**src/source/mem_bus_pkg.sv**
```systemverilog
// memory bus widths shared by the whole subsystem
// memory request and response structs for the four-phase memory ports

`default_nettype none

package mem_bus_pkg;

  // word address width, every address in the subsystem is a word address
  localparam int unsigned AddrWidth = 16;
  // data word width
  localparam int unsigned DataWidth = 32;

  // requester side of a memory port
  typedef struct packed {
    logic                 req;
    logic                 we;
    logic [AddrWidth-1:0] addr;
    logic [DataWidth-1:0] wdata;
  } mem_req_t;

  // responder side, rdata only valid while ack is high
  typedef struct packed {
    logic                 ack;
    logic [DataWidth-1:0] rdata;
  } mem_rsp_t;

endpackage : mem_bus_pkg

`default_nettype wire

```
**src/source/dma_cfg_pkg.sv**
```systemverilog
// register map of the DMA frontend and its status bits
// register bus request and response structs
// burst request handed from frontend to backend

`default_nettype none

package dma_cfg_pkg;

  // four registers, so a 2-bit word index
  localparam int unsigned RegIdxWidth = 2;

  localparam logic [RegIdxWidth-1:0] RegSrc  = 2'd0;
  localparam logic [RegIdxWidth-1:0] RegDst  = 2'd1;
  // length counted in words
  localparam logic [RegIdxWidth-1:0] RegLen  = 2'd2;
  // write launches, read returns status
  localparam logic [RegIdxWidth-1:0] RegCtrl = 2'd3;

  // status bit positions in a RegCtrl read
  localparam int unsigned StatusBusyBit = 0;
  localparam int unsigned StatusDoneBit = 1;

  typedef struct packed {
    logic                                 req;
    logic                                 we;
    logic [RegIdxWidth-1:0]               addr;
    logic [mem_bus_pkg::DataWidth-1:0]    wdata;
  } cfg_req_t;

  typedef struct packed {
    logic                                 ack;
    logic [mem_bus_pkg::DataWidth-1:0]    rdata;
  } cfg_rsp_t;

  // one linear word copy, num_words read as unsigned
  typedef struct packed {
    logic [mem_bus_pkg::AddrWidth-1:0] src;
    logic [mem_bus_pkg::AddrWidth-1:0] dst;
    logic [mem_bus_pkg::AddrWidth-1:0] num_words;
  } burst_req_t;

endpackage : dma_cfg_pkg

`default_nettype wire

```
**src/source/dma_backend.sv**
```systemverilog
// word-by-word copy engine of the DMA
// one read then one write per word, ascending, on a single memory port
// burst acked and done pulsed once the last write has closed

`default_nettype none

module dma_backend (
  input  wire logic                    clk_i,
  input  wire logic                    arst_n_i,
  input  wire logic                    burst_req_i,
  input  wire dma_cfg_pkg::burst_req_t burst_i,
  output      logic                    burst_ack_o,
  output      logic                    done_o,
  output      mem_bus_pkg::mem_req_t   mem_req_o,
  input  wire mem_bus_pkg::mem_rsp_t   mem_rsp_i
);

  import mem_bus_pkg::*;
  import dma_cfg_pkg::*;

  typedef enum logic [2:0] {
    StIdle,
    StRead,
    StReadRel,
    StWrite,
    StWriteRel,
    StFinish
  } state_e;

  state_e               state_q;
  state_e               state_d;
  logic [AddrWidth-1:0] idx_q;
  logic [AddrWidth-1:0] idx_d;
  logic                 done_q;
  logic                 done_d;
  logic                 last_word;

  // latched burst and the word in flight
  burst_req_t           burst_q;
  logic [DataWidth-1:0] data_q;

  assign last_word = (idx_q == burst_q.num_words - AddrWidth'(1));

  always_comb begin
    state_d = state_q;
    idx_d   = idx_q;
    done_d  = 1'b0;
    case (state_q)
      StIdle: begin
        if (burst_req_i) begin
          idx_d = '0;
          // empty burst goes straight to the ack
          if (burst_i.num_words == '0) begin
            state_d = StFinish;
            done_d  = 1'b1;
          end else begin
            state_d = StRead;
          end
        end
      end
      // read phase, data captured with ack
      StRead: begin
        if (mem_rsp_i.ack) begin
          state_d = StReadRel;
        end
      end
      StReadRel: begin
        if (!mem_rsp_i.ack) begin
          state_d = StWrite;
        end
      end
      StWrite: begin
        if (mem_rsp_i.ack) begin
          state_d = StWriteRel;
        end
      end
      // write closed, next word or finish
      StWriteRel: begin
        if (!mem_rsp_i.ack) begin
          if (last_word) begin
            state_d = StFinish;
            done_d  = 1'b1;
          end else begin
            idx_d   = idx_q + AddrWidth'(1);
            state_d = StRead;
          end
        end
      end
      // ack held until the frontend drops its request
      StFinish: begin
        if (!burst_req_i) begin
          state_d = StIdle;
        end
      end
      default: state_d = StIdle;
    endcase
  end

  always_ff @(posedge clk_i or negedge arst_n_i) begin
    if (!arst_n_i) begin
      state_q <= StIdle;
      idx_q   <= '0;
      done_q  <= 1'b0;
    end else begin
      state_q <= state_d;
      idx_q   <= idx_d;
      done_q  <= done_d;
    end
  end

  always_ff @(posedge clk_i) begin
    if (state_q == StIdle && burst_req_i) begin
      burst_q <= burst_i;
    end
    if (state_q == StRead && mem_rsp_i.ack) begin
      data_q <= mem_rsp_i.rdata;
    end
  end

  // memory port driven from state, payload stable while req is high
  always_comb begin
    mem_req_o = '0;
    case (state_q)
      StRead: begin
        mem_req_o.req  = 1'b1;
        mem_req_o.addr = burst_q.src + idx_q;
      end
      StWrite: begin
        mem_req_o.req   = 1'b1;
        mem_req_o.we    = 1'b1;
        mem_req_o.addr  = burst_q.dst + idx_q;
        mem_req_o.wdata = data_q;
      end
      default: mem_req_o = '0;
    endcase
  end

  assign burst_ack_o = (state_q == StFinish);
  assign done_o      = done_q;

endmodule : dma_backend

`default_nettype wire

```
**config.mk**
```make
export PLATFORM = sky130hd
export DESIGN_NAME = dma_backend
export DESIGN_NICKNAME = d
export VERILOG_FILES = /design/src/source/mem_bus_pkg.sv /design/src/source/dma_cfg_pkg.sv /design/src/source/dma_backend.sv
export SDC_FILE = /design/constraint.sdc
export NUM_CORES = 1
export LEC_CHECK = 0
export ABC_CLOCK_PERIOD_IN_PS = 4820
export BUFFER_PORTS_ARGS = -buffer_cell sky130_fd_sc_hd__buf_2
export CAP_MARGIN = 10
export CORE_MARGIN = 5
export CORE_UTILIZATION = 50
export CTS_CLUSTER_DIAMETER = 40
export CTS_CLUSTER_SIZE = 14
export DETAILED_ROUTE_END_ITERATION = 8
export PLACE_DENSITY = 0.77
export SYNTH_ARGS = -nofsm -noshare
export SYNTH_HDL_FRONTEND = slang
export SYNTH_SLANG_ARGS = --single-unit
```
**constraint.sdc**
```tcl
create_clock -name clk_i -period 4.82 [get_ports clk_i]
set_clock_uncertainty 0.1 [all_clocks]
set_input_delay 0.482 -clock clk_i [delete_from_list [all_inputs] [get_ports clk_i]]
set_output_delay 0.482 -clock clk_i [all_outputs]
set_load 0.02 [all_outputs]
```
# Word-level counts from Yosys, hierarchy flattened
# Index checks and enable logic that the tools add are counted.
dict set report totals {
  ff_bits 100
}
dict set report op_classes {
  muxes 22
  reduce_logical 8
  add_sub_neg 4
  eq_ne 13
}
# operator n
set ops {}
lappend ops {{$pmux W16 S2} 2}
lappend ops {{$mux W16} 3}
lappend ops {{$add A16 B16 Y16} 2}
lappend ops {{$mux W32} 1}
lappend ops {{$mux W3} 8}
lappend ops {{$pmux W3 S6} 1}
lappend ops {{$add A16 B1 Y16 const B} 1}
lappend ops {{$eq A16 B16 Y1} 1}
lappend ops {{$logic_not A16 Y1} 1}
lappend ops {{$sub A16 B1 Y16 const B} 1}
lappend ops {{$ne A2 B2 Y1 const B} 7}
lappend ops {{$eq A3 B2 Y1 const B} 2}
lappend ops {{$eq A3 B3 Y1 const B} 2}
lappend ops {{$mux W1} 6}
lappend ops {{$reduce_and A6 Y1} 1}
lappend ops {{$reduce_and A4 Y1} 1}
lappend ops {{$eq A3 B1 Y1 const B} 1}
lappend ops {{$logic_not A3 Y1} 1}
lappend ops {{$logic_and A1 B1 Y1} 2}
lappend ops {{$pmux W1 S2} 1}
lappend ops {{$reduce_bool A2 Y1} 1}
lappend ops {{$reduce_or A2 Y1} 1}

# Depth between registers and ports, before layout
# Gate-level depths: netlist of run 1.
dict set report logic_depth {
  word_depth 5
  depth_mapped 16
  ltp_nobuf 14
}

# Worst setup path before layout of run 1
# Ideal clock, no wire load.
dict set report synth_timing {
  kind {register to output}
  startpoint {register state_q[2]}
  endpoint {output mem_req_o[45] in the netlist's numbering}
  path_buffers 2
  path_stages_with_launch 15
  arrival_ns 3.866
  required_time_ns 4.238
  slack_ns 0.372
  cell_sequence {dfrtp_1 > nand2b_1 > inv_1 > and2_1 > clkbuf_1 > clkbuf_1 > mux2_2 > ha_1 > o21a_1 > o21a_1 > o211ai_1 > a21oi_1 > o31a_1 > o21a_1 > nor3_1}
}
# element line
set synth_lines {}
lappend synth_lines {{start, declared} dma_backend.sv:30} ;# state_e state_q;
lappend synth_lines {{start signal, assigned} dma_backend.sv:101} ;# state_q <= StIdle;
lappend synth_lines {{start signal, assigned} dma_backend.sv:105} ;# state_q <= state_d;
lappend synth_lines {{end, declared} dma_backend.sv:14} ;# output mem_bus_pkg::mem_req_t mem_req_o,

==> results of run 1 <==
[layout by cell type, fill, tap and decap left out, types with 3 or more instances in the layout]
master,synthesis,final
or2_2,5,5
xor2_1,11,11
xnor2_1,20,20
o21ai_0,11,11
o21a_1,7,7
nand3_1,11,11
a21o_1,3,3
a21oi_1,13,13
nor2_1,22,22
o311ai_1,3,3
buf_4,1,7
buf_2,2,135
edfxtp_1,80,80
nand2b_1,8,8
a211o_1,5,5
nor3_1,9,8
o41ai_1,3,3
nand2_1,24,24
a211oi_1,3,3
nor4_1,10,10
or3_1,10,10
dfrtp_1,20,19
nand4_1,8,8
inv_1,10,10
ha_1,17,17
and3_1,38,38
o21ai_2,3,3
clkbuf_8,0,9
o211ai_1,6,6
mux2_2,15,15
o31a_1,3,3
or4_1,8,8
o21ai_1,6,6
[power by group through the flow]
stage          Clock (mW)  Combinational, mW  Sequential (mW)
6_report            0.566               1.19             1.22
5_1_grt             0.624               1.29             1.24
4_1_cts             0.581               1.20             1.22
3_5_place_dp            0               1.19             1.24
3_3_place_gp            0               1.16             1.23
2_1_floorplan           0              0.841             1.20
[sequential cells by signal, summed over array words and instances, names as in the netlist]
name     count
state_q      3
data_q      32
done_o       1
burst_q     48
idx_q       16
[final cells by class]
class | count | area share
clock inverter | 7 | 0.0132
inverter | 11 | 0.00651
timing repair buffer | 143 | 0.116
tap | 136 | 0.0268
multi-input combinational | 320 | 0.360
sequential | 100 | 0.458
clock buffer | 9 | 0.0195
[repair_timing]
item,4_1_cts,5_1_grt
hold buffers,1,0
endpoints found under the setup margin,0,2
endpoints found under the hold margin,20,0
buffers inserted,0,1
resized for setup,0,1
[worst max-delay path: stages (launching register included)]
cell	delay [ns]
dfrtp_2	0.50
nand2b_1	0.19
inv_1	0.07
and2_1	0.24
buf_4	0.27
mux2_2	0.37
ha_1	0.36
nand3_1	0.09
o211ai_1	0.27
o211ai_1	0.16
a21oi_1	0.27
nor3_1	0.11
or3_1	0.38
a21oi_1	0.18
buf_2	0.20
[synthesized netlist by cell type (all sizes together) (2+ instances only)]
master,number,share of area
and3,38,0.045
o211ai,6,0.0085
or2,5,0.0059
o31ai,2,0.0028
a211oi,3,0.0042
o21a,7,0.0099
o41ai,3,0.0049
nand4,8,0.0094
nand3b,2,0.0028
dfrtp,20,0.094
and4,2,0.0033
a21o,3,0.0042
nand2,24,0.017
mux2,15,0.032
ha,17,0.040
edfxtp,80,0.45
nor2,22,0.015
nand2b,8,0.0094
and2,2,0.0023
nor3,12,0.016
a21oi,15,0.015
o311ai,4,0.0066
nor3b,2,0.0028
xnor2,20,0.033
o21ai,20,0.021
a211o,5,0.0082
mux2i,2,0.0038
xor2,11,0.018
nor4,10,0.012
buf,7,0.010
or3,10,0.012
or4b,3,0.0063
clkbuf,14,0.0099
nor4b,2,0.0045
or4,8,0.011
o221ai,2,0.0033
o31a,3,0.0049
inv,11,0.0077
nand3,11,0.010
[routing by layer]
metal	part of all wire	wire length, um
met3	0.082	1040
met5	0	0
met4	0.016	206
met2	0.49	6210
met1	0.41	5180
[per-stage QoR]
stage                     instance area [um^2]  utilization  power, mW
after floorplan                           5330            -       2.05
after global placement                    6120        0.590       2.39
after detailed placement                  6120        0.590       2.43
after CTS                                 6330        0.611       3.00
after global routing                      6340        0.612       3.15
final                                     6340        0.612       2.97
[cell families after synthesis]
group	Yosys count	synth area share
multiplexers	17	0.0355
AND/OR/NAND/NOR	173	0.191
XOR/XNOR	31	0.0510
AO/OA/AOI/OAI	81	0.106
flip-flops	100	0.545
adder cells (fa/ha/maj)	18	0.0437
buffers and inverters	32	0.0279
[path summary, 6_finish.rpt]
kind,startpoint,to,slack (ns)
hold / removal,burst_i[43],burst_q[43],0.16
min in group asynchronous,arst_n_i,idx_q[13],0.50
max in group asynchronous,arst_n_i,state_q[2],3.75
hold reg to reg,state_q[2],state_q[1],0.51
setup reg to reg,burst_q[0],idx_q[10],1.25
setup / recovery,state_q[2],mem_req_o[47],0.20
==> results.sh, run 1 <==
export IMPL_grt_first_pass_wirelength_um=20500
export IMPL_synth_area_mm2=0.00533
export IMPL_max_slew_margin=0.290
export IMPL_grt_busiest_layer="met2"
export IMPL_boundaryPins=136
export IMPL_final_cells=726
export IMPL_via_per_inst=5.78
export IMPL_grt_overflow_total=0
export IMPL_netlist_instances=452
export IMPL_comb_power_share=0.399
export IMPL_yosysWarnings=0
export IMPL_multiInputGateArea_mm2=0.00228
export IMPL_min_path_type="input pin to flip-flop"
export IMPL_drv_cap=0
export IMPL_worst_pin_slew_ns=1.06
export IMPL_pre_cts_ws_ns=0.535
export IMPL_finalHoldViolCount=0
export IMPL_crit_path_end_kind="output port"
export IMPL_dp_cells=708
export IMPL_p_per_area_mw_per_mm2=468
export IMPL_async_flop_share=0.200
export IMPL_grt_util_all_layers=0.201
export IMPL_ant_nets=0
export IMPL_vdd_drop_max_v=0.000295
export IMPL_hpwl_um=9280
export IMPL_dieArea_mm2=0.0128
export IMPL_rows=37
export IMPL_critical_path_class="flip-flop to output port"
export IMPL_drc_errors=0
export IMPL_core_region_area_mm2=0.0104
export IMPL_cp_start_kind="flip-flop"
export IMPL_holdWs_ns=0.162
export IMPL_die_x_um=113
export IMPL_cts_tree="done"
export IMPL_synth_edf_count=80
export IMPL_first_global_vias=4215
export IMPL_worstSkewPairLatency_ns=0.39
export IMPL_fin_crit_sh=0.959
export IMPL_layout_min_cycle_time_ns=4.62
export IMPL_swShare=0.392
export IMPL_ff2ff_path_depth=9
export IMPL_met2_usage=0.330
export IMPL_clkPwrFrac=0.190
export IMPL_rsz0062_at_grt="no"
export IMPL_grtUsageMet3=0.0561
export IMPL_use_met1=0.248
export IMPL_drtPass1Iterations=4
export IMPL_port_buffers=135
export IMPL_drive_above_1_share=0.325
export IMPL_setup_slack_ns=0.195
export IMPL_area_growth_pct=19.0
export IMPL_critPathMaxFanout=14
export IMPL_num_vias=4193
export IMPL_diodes=0
export IMPL_power_net_switching_mw=1.16
export IMPL_drtIter0Drc=244
export IMPL_min_delay_path_depth=1
export IMPL_start_util=0.514
export IMPL_cts_num_sinks=100
export IMPL_ctsHtreeMaxLevel=3
export IMPL_die_h_um=113
export IMPL_seqPwrFrac=0.410
export IMPL_setup_viol=0
export IMPL_synth_ff_type="edfxtp_1"
export IMPL_required_ns=4.24
export IMPL_wl_per_cell_um=17.4
export IMPL_clk_path_buf_depth=2
export IMPL_final_nets=687
export IMPL_intPower_mw=1.81
export IMPL_outcome="finished, final reports clean"
export IMPL_routed_wl_um=12600
export IMPL_seqCellArea_mm2=0.00290
export IMPL_grt_max_degree=60
export IMPL_root_buffer="clkbuf_8"
export IMPL_routabilityCongestion=0.880
export IMPL_clk_pin_slew_ns=0.11
export IMPL_fillCellCount=861
export IMPL_synth_fp_nets=554
export IMPL_drv_slew=0
export IMPL_leakage_nw=2.74
export IMPL_setup_tns_ns=0
export IMPL_synth_cell_type_count=65
export IMPL_syn_area_per_cell_um2=11.8
export IMPL_ys_seq_area_frac=0.545
export IMPL_antenna_found_initial=0
export IMPL_numCtsBuffers=9
export IMPL_max_freq_ghz=0.216
export IMPL_synth_seq_cells=100
export IMPL_critPathArrivalTime_ns=4.04
No activity file was read; power rests on OpenSTA's default activity.
==> inputs of run 2 (changes only) <==
--- a/config.mk
+++ b/config.mk
@@ -5,15 +5,16 @@
 export SDC_FILE = /design/constraint.sdc
 export NUM_CORES = 1
 export LEC_CHECK = 0
+export ABC_AREA = 1
 export ABC_CLOCK_PERIOD_IN_PS = 4820
-export BUFFER_PORTS_ARGS = -buffer_cell sky130_fd_sc_hd__buf_2
+export BUFFER_PORTS_ARGS = -buffer_cell sky130_fd_sc_hd__clkbuf_2
 export CAP_MARGIN = 10
 export CORE_MARGIN = 5
 export CORE_UTILIZATION = 50
 export CTS_CLUSTER_DIAMETER = 40
 export CTS_CLUSTER_SIZE = 14
 export DETAILED_ROUTE_END_ITERATION = 8
-export PLACE_DENSITY = 0.77
+export PLACE_DENSITY = 0.76
 export SYNTH_ARGS = -nofsm -noshare
 export SYNTH_HDL_FRONTEND = slang
 export SYNTH_SLANG_ARGS = --single-unit
==> results.sh, run 2 <==
export IMPL_final_nets=924
export IMPL_rsz0062_at_grt="no"
export IMPL_synth_seq_cells=100
export IMPL_wl_per_cell_um=14.4
export IMPL_cp_slowest_cell="dfrtp_1"
export IMPL_swShare=0.415
export IMPL_grt_overflow_total=0
export IMPL_antenna_found_initial=0
export IMPL_grt_first_pass_wirelength_um=23200
export IMPL_yosysWarnings=0
export IMPL_fin_crit_sh=0.916
export IMPL_clk_pin_slew_ns=0.07
export IMPL_max_stage_delay_ns=0.47
export IMPL_drtPass1Iterations=5
export IMPL_critPathBufInv=4
export IMPL_synth_cell_type_count=43
export IMPL_grt_max_degree=49
export IMPL_layout_min_cycle_time_ns=4.41
export IMPL_syn_area_per_cell_um2=8.51
export IMPL_outcome="finished, final reports clean"
export IMPL_root_buffer="clkbuf_16"
export IMPL_numCtsBuffers=9
export IMPL_netlist_instances=683
export IMPL_synth_ff_type="edfxtp_1"
export IMPL_crit_chain="nor2_2, inv_2, o21ai_0, inv_1, fa_1, inv_1, nand3_1, nand2_1, a21boi_0, o21ai_0, a21oi_1, or2_2, a21oi_1, clkbuf_2"
export IMPL_boundaryPins=136
export IMPL_vdd_drop_max_v=0.000408
export IMPL_critPathMaxFanout=21
export IMPL_intPower_mw=1.82
export IMPL_critical_path_class="flip-flop to output port"
export IMPL_grt_util_all_layers=0.204
export IMPL_drv_cap=0
export IMPL_comb_power_share=0.400
export IMPL_start_util=0.509
export IMPL_worstSkewPairLatency_ns=0.35
export IMPL_worst_pin_slew_ns=0.799
export IMPL_crit_path_end_kind="output port"
export IMPL_final_cell_mix="nand2_1, clkbuf_2, nor2_1"
export IMPL_port_buffers=135
export IMPL_fillCellCount=1036
export IMPL_drtIter0Drc=319
export IMPL_post_cts_setup_buffers=0
export IMPL_setup_viol=0
export IMPL_via_per_inst=5.06
export IMPL_async_flop_share=0.200
export IMPL_synth_fp_nets=785
export IMPL_clk_path_buf_depth=2
export IMPL_drive_above_1_share=0.239
export IMPL_required_ns=4.24
export IMPL_diodes=0
export IMPL_drv_slew=0
export IMPL_die_x_um=118
export IMPL_yosys_area_top_type="edfxtp_1"
export IMPL_min_path_type="input pin to flip-flop"
export IMPL_finalHoldViolCount=0
export IMPL_setup_tns_ns=0
export IMPL_ant_nets=0
export IMPL_yosys_top_cells_count="nand2_1, nor2_1, inv_1"
export IMPL_cts_num_sinks=100
export IMPL_seqPwrFrac=0.376
export IMPL_num_vias=4904
export IMPL_synth_top_area_share=0.413
export IMPL_die_h_um=118
export IMPL_core_region_area_mm2=0.0114
export IMPL_multiInputGateArea_mm2=0.00250
export IMPL_critical_path_top_delay_family="compound AO/OA/AOI/OAI gates"
export IMPL_first_global_vias=4983
export IMPL_drc_errors=0
export IMPL_ys_seq_area_frac=0.499
export IMPL_routabilityCongestion=0.904
export IMPL_seqCellArea_mm2=0.00290
export IMPL_critPathArrivalTime_ns=3.83
export IMPL_synth_edf_count=80
export IMPL_power_net_switching_mw=1.29
export IMPL_dieArea_mm2=0.0139
export IMPL_final_common_cell="nand2_1"
export IMPL_synth_area_mm2=0.00581
export IMPL_clkPwrFrac=0.225
export IMPL_area_growth_pct=19.3
export IMPL_routed_wl_um=14000
export IMPL_leakage_nw=3.38
export IMPL_holdWs_ns=0.199
export IMPL_finalPower_mw=3.12
export IMPL_max_slew_margin=0.467
export IMPL_largest_register_ffs=48
export IMPL_yosysMostFrequentCell="nand2_1"
export IMPL_top_regs="burst_q: 48 flops, data_q: 32 flops, idx_q: 16 flops"
export IMPL_hpwl_um=10900
export IMPL_postLayoutCoreUtil=0.607
export IMPL_synth_area_top_cells="edfxtp_1, nand2_1, dfrtp_1, nor2_1, inv_1"
export IMPL_ctsHtreeMaxLevel=3
export IMPL_p_per_area_mw_per_mm2=450
export IMPL_max_freq_ghz=0.227
export IMPL_cts_tree="done"
export IMPL_cp_start_kind="flip-flop"
export IMPL_top_register="burst_q"
export IMPL_rows=39
run 2: worst paths after layout:
path                                from            end  slack (ns)  depth (start not counted)
max                           state_q[2]  mem_req_o[42]        0.41                         14
max in group asynchronous       arst_n_i       idx_q[1]        3.74                          2
min                        mem_rsp_i[10]     data_q[10]        0.20                          1
max reg2reg                   state_q[2]     state_q[1]        2.26                          8
min in group asynchronous       arst_n_i      idx_q[13]        0.53                          2
min reg2reg                     idx_q[5]       idx_q[5]        0.50                          2
run 2: cells by family after synthesis:
kind of cell | synth area share
AOI/OAI and AO/OA | 0.0433
adders and majority gates | 0.0400
DFF | 0.499
xor gates and xnor gates | 0.0465
buffers and inverters | 0.0719
and+or+nand+nor | 0.297
muxes | 0.00172
run 2: metal layers:
layer | routed length [um] | share of wire | GRT usage | vias up
met1 | 5970 | 0.43 | 0.248 | 2248
met2 | 6830 | 0.49 | 0.354 | 149
met3 | 985 | 0.071 | 0.0620 | 11
met4 | 160 | 0.011 | 0.0495 | 0
li1 | - | - | - | 2496
met5 | 0 | 0 | 0 | -
run 2: cell type report:
type                            count  share of cell area
Inverter                           94              0.0509
Tap cell                          143              0.0258
Multi-Input combinational cell    477               0.361
Timing Repair Buffer              140               0.103
Sequential cell                   100               0.419
Clock buffer                       10              0.0330
Clock inverter                      6             0.00776
run 2: what timing repair did:
item | CTS | global route
hold endpoints to repair | 12 | 0
resized for setup | 0 | 0
hold buffers | 1 | 0
run 2: per-stage QoR:
step           worst slack (ns)  instance area [um^2]  instances
2_1_floorplan              1.33                  5810        683
3_3_place_gp              0.902                  6640        953
3_5_place_dp              0.791                  6640        953
4_1_cts                   0.392                  6930        970
5_1_grt                  0.0504                  6930        970
6_report                  0.407                  6930        970
run 2: power by group through the flow:
stage / logic [mW] / clock network (mW) / registers [mW]
finish: 1.25 / 0.700 / 1.17
global route: 1.38 / 0.756 / 1.19
CTS: 1.25 / 0.717 / 1.17
detailed placement: 1.25 / 0 / 1.19
global placement: 1.22 / 0 / 1.19
floorplan: 0.865 / 0 / 1.18
==> inputs of run 3 (changes only) <==
==> constraint.sdc (replaced) <==
create_clock -name clk_i -period 4.82 [get_ports clk_i]
set_clock_uncertainty 0.1 [all_clocks]
set_input_delay 0 -clock clk_i [delete_from_list [all_inputs] [get_ports clk_i]]
set_output_delay 0 -clock clk_i [all_outputs]
set_load 0.02 [all_outputs]
==> results.sh, run 3 (synthesis gave the netlist of run 2 again) <==
export IMPL_holdWs_ns=0.0494
export IMPL_final_cell_mix="nand2_1, clkbuf_2, nor2_1"
export IMPL_routabilityCongestion=0.910
export IMPL_grt_overflow_total=0
export IMPL_reg2reg_setup_slack_ns=1.85
export IMPL_critPathArrivalTime_ns=3.93
export IMPL_wl_per_cell_um=14.9
export IMPL_crit_chain="nand2_1, nor2_2, inv_2, buf_4, nand2_1, nand2_1, ha_1, nand3_1, nand2_1, a21boi_0, o21ai_0, a21oi_1, or2_2, a21oi_1, clkbuf_2"
export IMPL_swShare=0.418
export IMPL_ff2ff_path_depth=10
export IMPL_start_util=0.509
export IMPL_critical_path_class="flip-flop to output port"
export IMPL_hold_buffers=83
export IMPL_crit_path_end_kind="output port"
export IMPL_grt_util_all_layers=0.225
export IMPL_rsz0062_at_grt="no"
export IMPL_cts_num_sinks=100
export IMPL_die_x_um=118
export IMPL_num_vias=5322
export IMPL_max_stage_delay_ns=0.61
export IMPL_critical_path_top_delay_family="simple AND/OR/NAND/NOR gates"
export IMPL_intPower_mw=1.86
export IMPL_p_per_area_mw_per_mm2=413
export IMPL_critPathBufInv=3
export IMPL_hpwl_um=10900
export IMPL_root_buffer="clkbuf_16"
export IMPL_grt_max_degree=49
export IMPL_ant_nets=0
export IMPL_routed_wl_um=15700
export IMPL_clk_pin_slew_ns=0.08
export IMPL_die_h_um=118
export IMPL_core_region_area_mm2=0.0114
export IMPL_seqPwrFrac=0.367
export IMPL_layout_min_cycle_time_ns=4.03
export IMPL_path_common_cell="nand2_1"
export IMPL_seqCellArea_mm2=0.00290
export IMPL_min_path_type="input pin to async pin"
export IMPL_leakage_nw=3.72
export IMPL_boundaryPins=136
export IMPL_reg2reg_to="state_q[1]"
export IMPL_power_net_switching_mw=1.34
export IMPL_drc_errors=0
export IMPL_vdd_drop_max_v=0.000345
export IMPL_ctsHtreeMaxLevel=3
export IMPL_finalHoldViolCount=0
export IMPL_crit_reg2reg_launch="state_q[1]"
export IMPL_fin_crit_sh=0.837
export IMPL_top_register="burst_q"
export IMPL_clk_path_buf_depth=2
export IMPL_drv_cap=0
export IMPL_multiInputGateArea_mm2=0.00250
export IMPL_top_regs="burst_q: 48 flops, data_q: 32 flops, idx_q: 16 flops"
export IMPL_worstSkewPairLatency_ns=0.36
export IMPL_required_ns=4.72
export IMPL_cp_slowest_cell="nor2_2"
export IMPL_setup_viol=0
export IMPL_finalPower_mw=3.20
export IMPL_port_buffers=135
export IMPL_cp_start_kind="flip-flop"
export IMPL_cts_tree="done"
export IMPL_outcome="finished, final reports clean"
export IMPL_setup_tns_ns=0
export IMPL_drtIter0Drc=303
export IMPL_critPathMaxFanout=47
export IMPL_numCtsBuffers=9
export IMPL_grt_first_pass_wirelength_um=25600
export IMPL_area_growth_pct=33.3
export IMPL_final_nets=1005
export IMPL_drv_slew=0
export IMPL_max_freq_ghz=0.248
export IMPL_dieArea_mm2=0.0139
export IMPL_cts_resized_gates=0
export IMPL_fillCellCount=895
export IMPL_worst_pin_slew_ns=0.842
export IMPL_clkPwrFrac=0.224
export IMPL_first_global_vias=5408
export IMPL_drive_above_1_share=0.217
export IMPL_comb_power_share=0.410
export IMPL_drtPass1Iterations=5
export IMPL_final_common_cell="nand2_1"
export IMPL_antenna_found_initial=0
export IMPL_rows=39
export IMPL_largest_register_ffs=48
export IMPL_max_slew_margin=0.439
export IMPL_post_cts_setup_buffers=0
export IMPL_diodes=0
export IMPL_via_per_inst=5.06
run 3: cell types whose count changed in the layout (fill, tap and decap cells not counted), sizes merged:
cell	before	now
dlygate4sd3	1	83
buf	4	3
run 3: worst reg2reg max path, stage by stage, from the launching register on:
cell and delay [ns]:
dfrtp_1 0.41, nand2_1 0.11, nor2_2 0.61, inv_2 0.11
buf_4 0.32, nand2_1 0.40, inv_2 0.21, o21ai_0 0.28
nor2_1 0.14, nand4_1 0.11, o21ai_1 0.07
run 3: stage by stage:
| step | util | cells | worst slack [ns] | instance area [um^2] |
|---|---|---|---|---|
| 2_1_floorplan | - | 683 | 1.46 | 5810 |
| 3_3_place_gp | 0.581 | 952 | 1.39 | 6630 |
| 3_5_place_dp | 0.581 | 952 | 1.23 | 6630 |
| 4_1_cts | 0.679 | 1051 | 0.826 | 7750 |
| 5_1_grt | 0.679 | 1051 | 0.414 | 7750 |
| 6_report | 0.679 | 1051 | 0.786 | 7750 |
run 3: routing by layer:
layer / vias up / global-route usage / wire, um
met4: 0 / 0.0595 / 301
li1: 2649 / - / -
met3: 27 / 0.0764 / 1180
met5: - / 0 / 0
met1: 2455 / 0.259 / 6350
met2: 191 / 0.400 / 7870
run 3: worst max-delay path by stage:
stage / cells after the start / to / from
after global routing: 15 / mem_req_o[42] / state_q[1]
after CTS: 15 / mem_req_o[42] / state_q[1]
after floorplan: 5 / burst_q[0] / state_q[1]
after detailed placement: 15 / mem_req_o[42] / state_q[1]
after global placement: 14 / mem_req_o[42] / state_q[2]
final: 15 / mem_req_o[42] / state_q[1]
run 3: power groups by stage:
stage	Sequential, mW	Clock, mW	Combinational, mW
global route	1.19	0.762	1.45
floorplan	1.18	0	0.865
detailed placement	1.19	0	1.25
finish	1.17	0.717	1.31
global placement	1.19	0	1.22
CTS	1.17	0.724	1.30
run 3: area by class of cell:
| class | instances | share of cell area |
|---|---|---|
| Inverter | 94 | 0.0455 |
| Clock buffer | 10 | 0.0296 |
| Timing Repair Buffer | 221 | 0.197 |
| Clock inverter | 6 | 0.00694 |
| Tap cell | 143 | 0.0231 |
| Multi-Input combinational cell | 477 | 0.323 |
| Sequential cell | 100 | 0.375 |
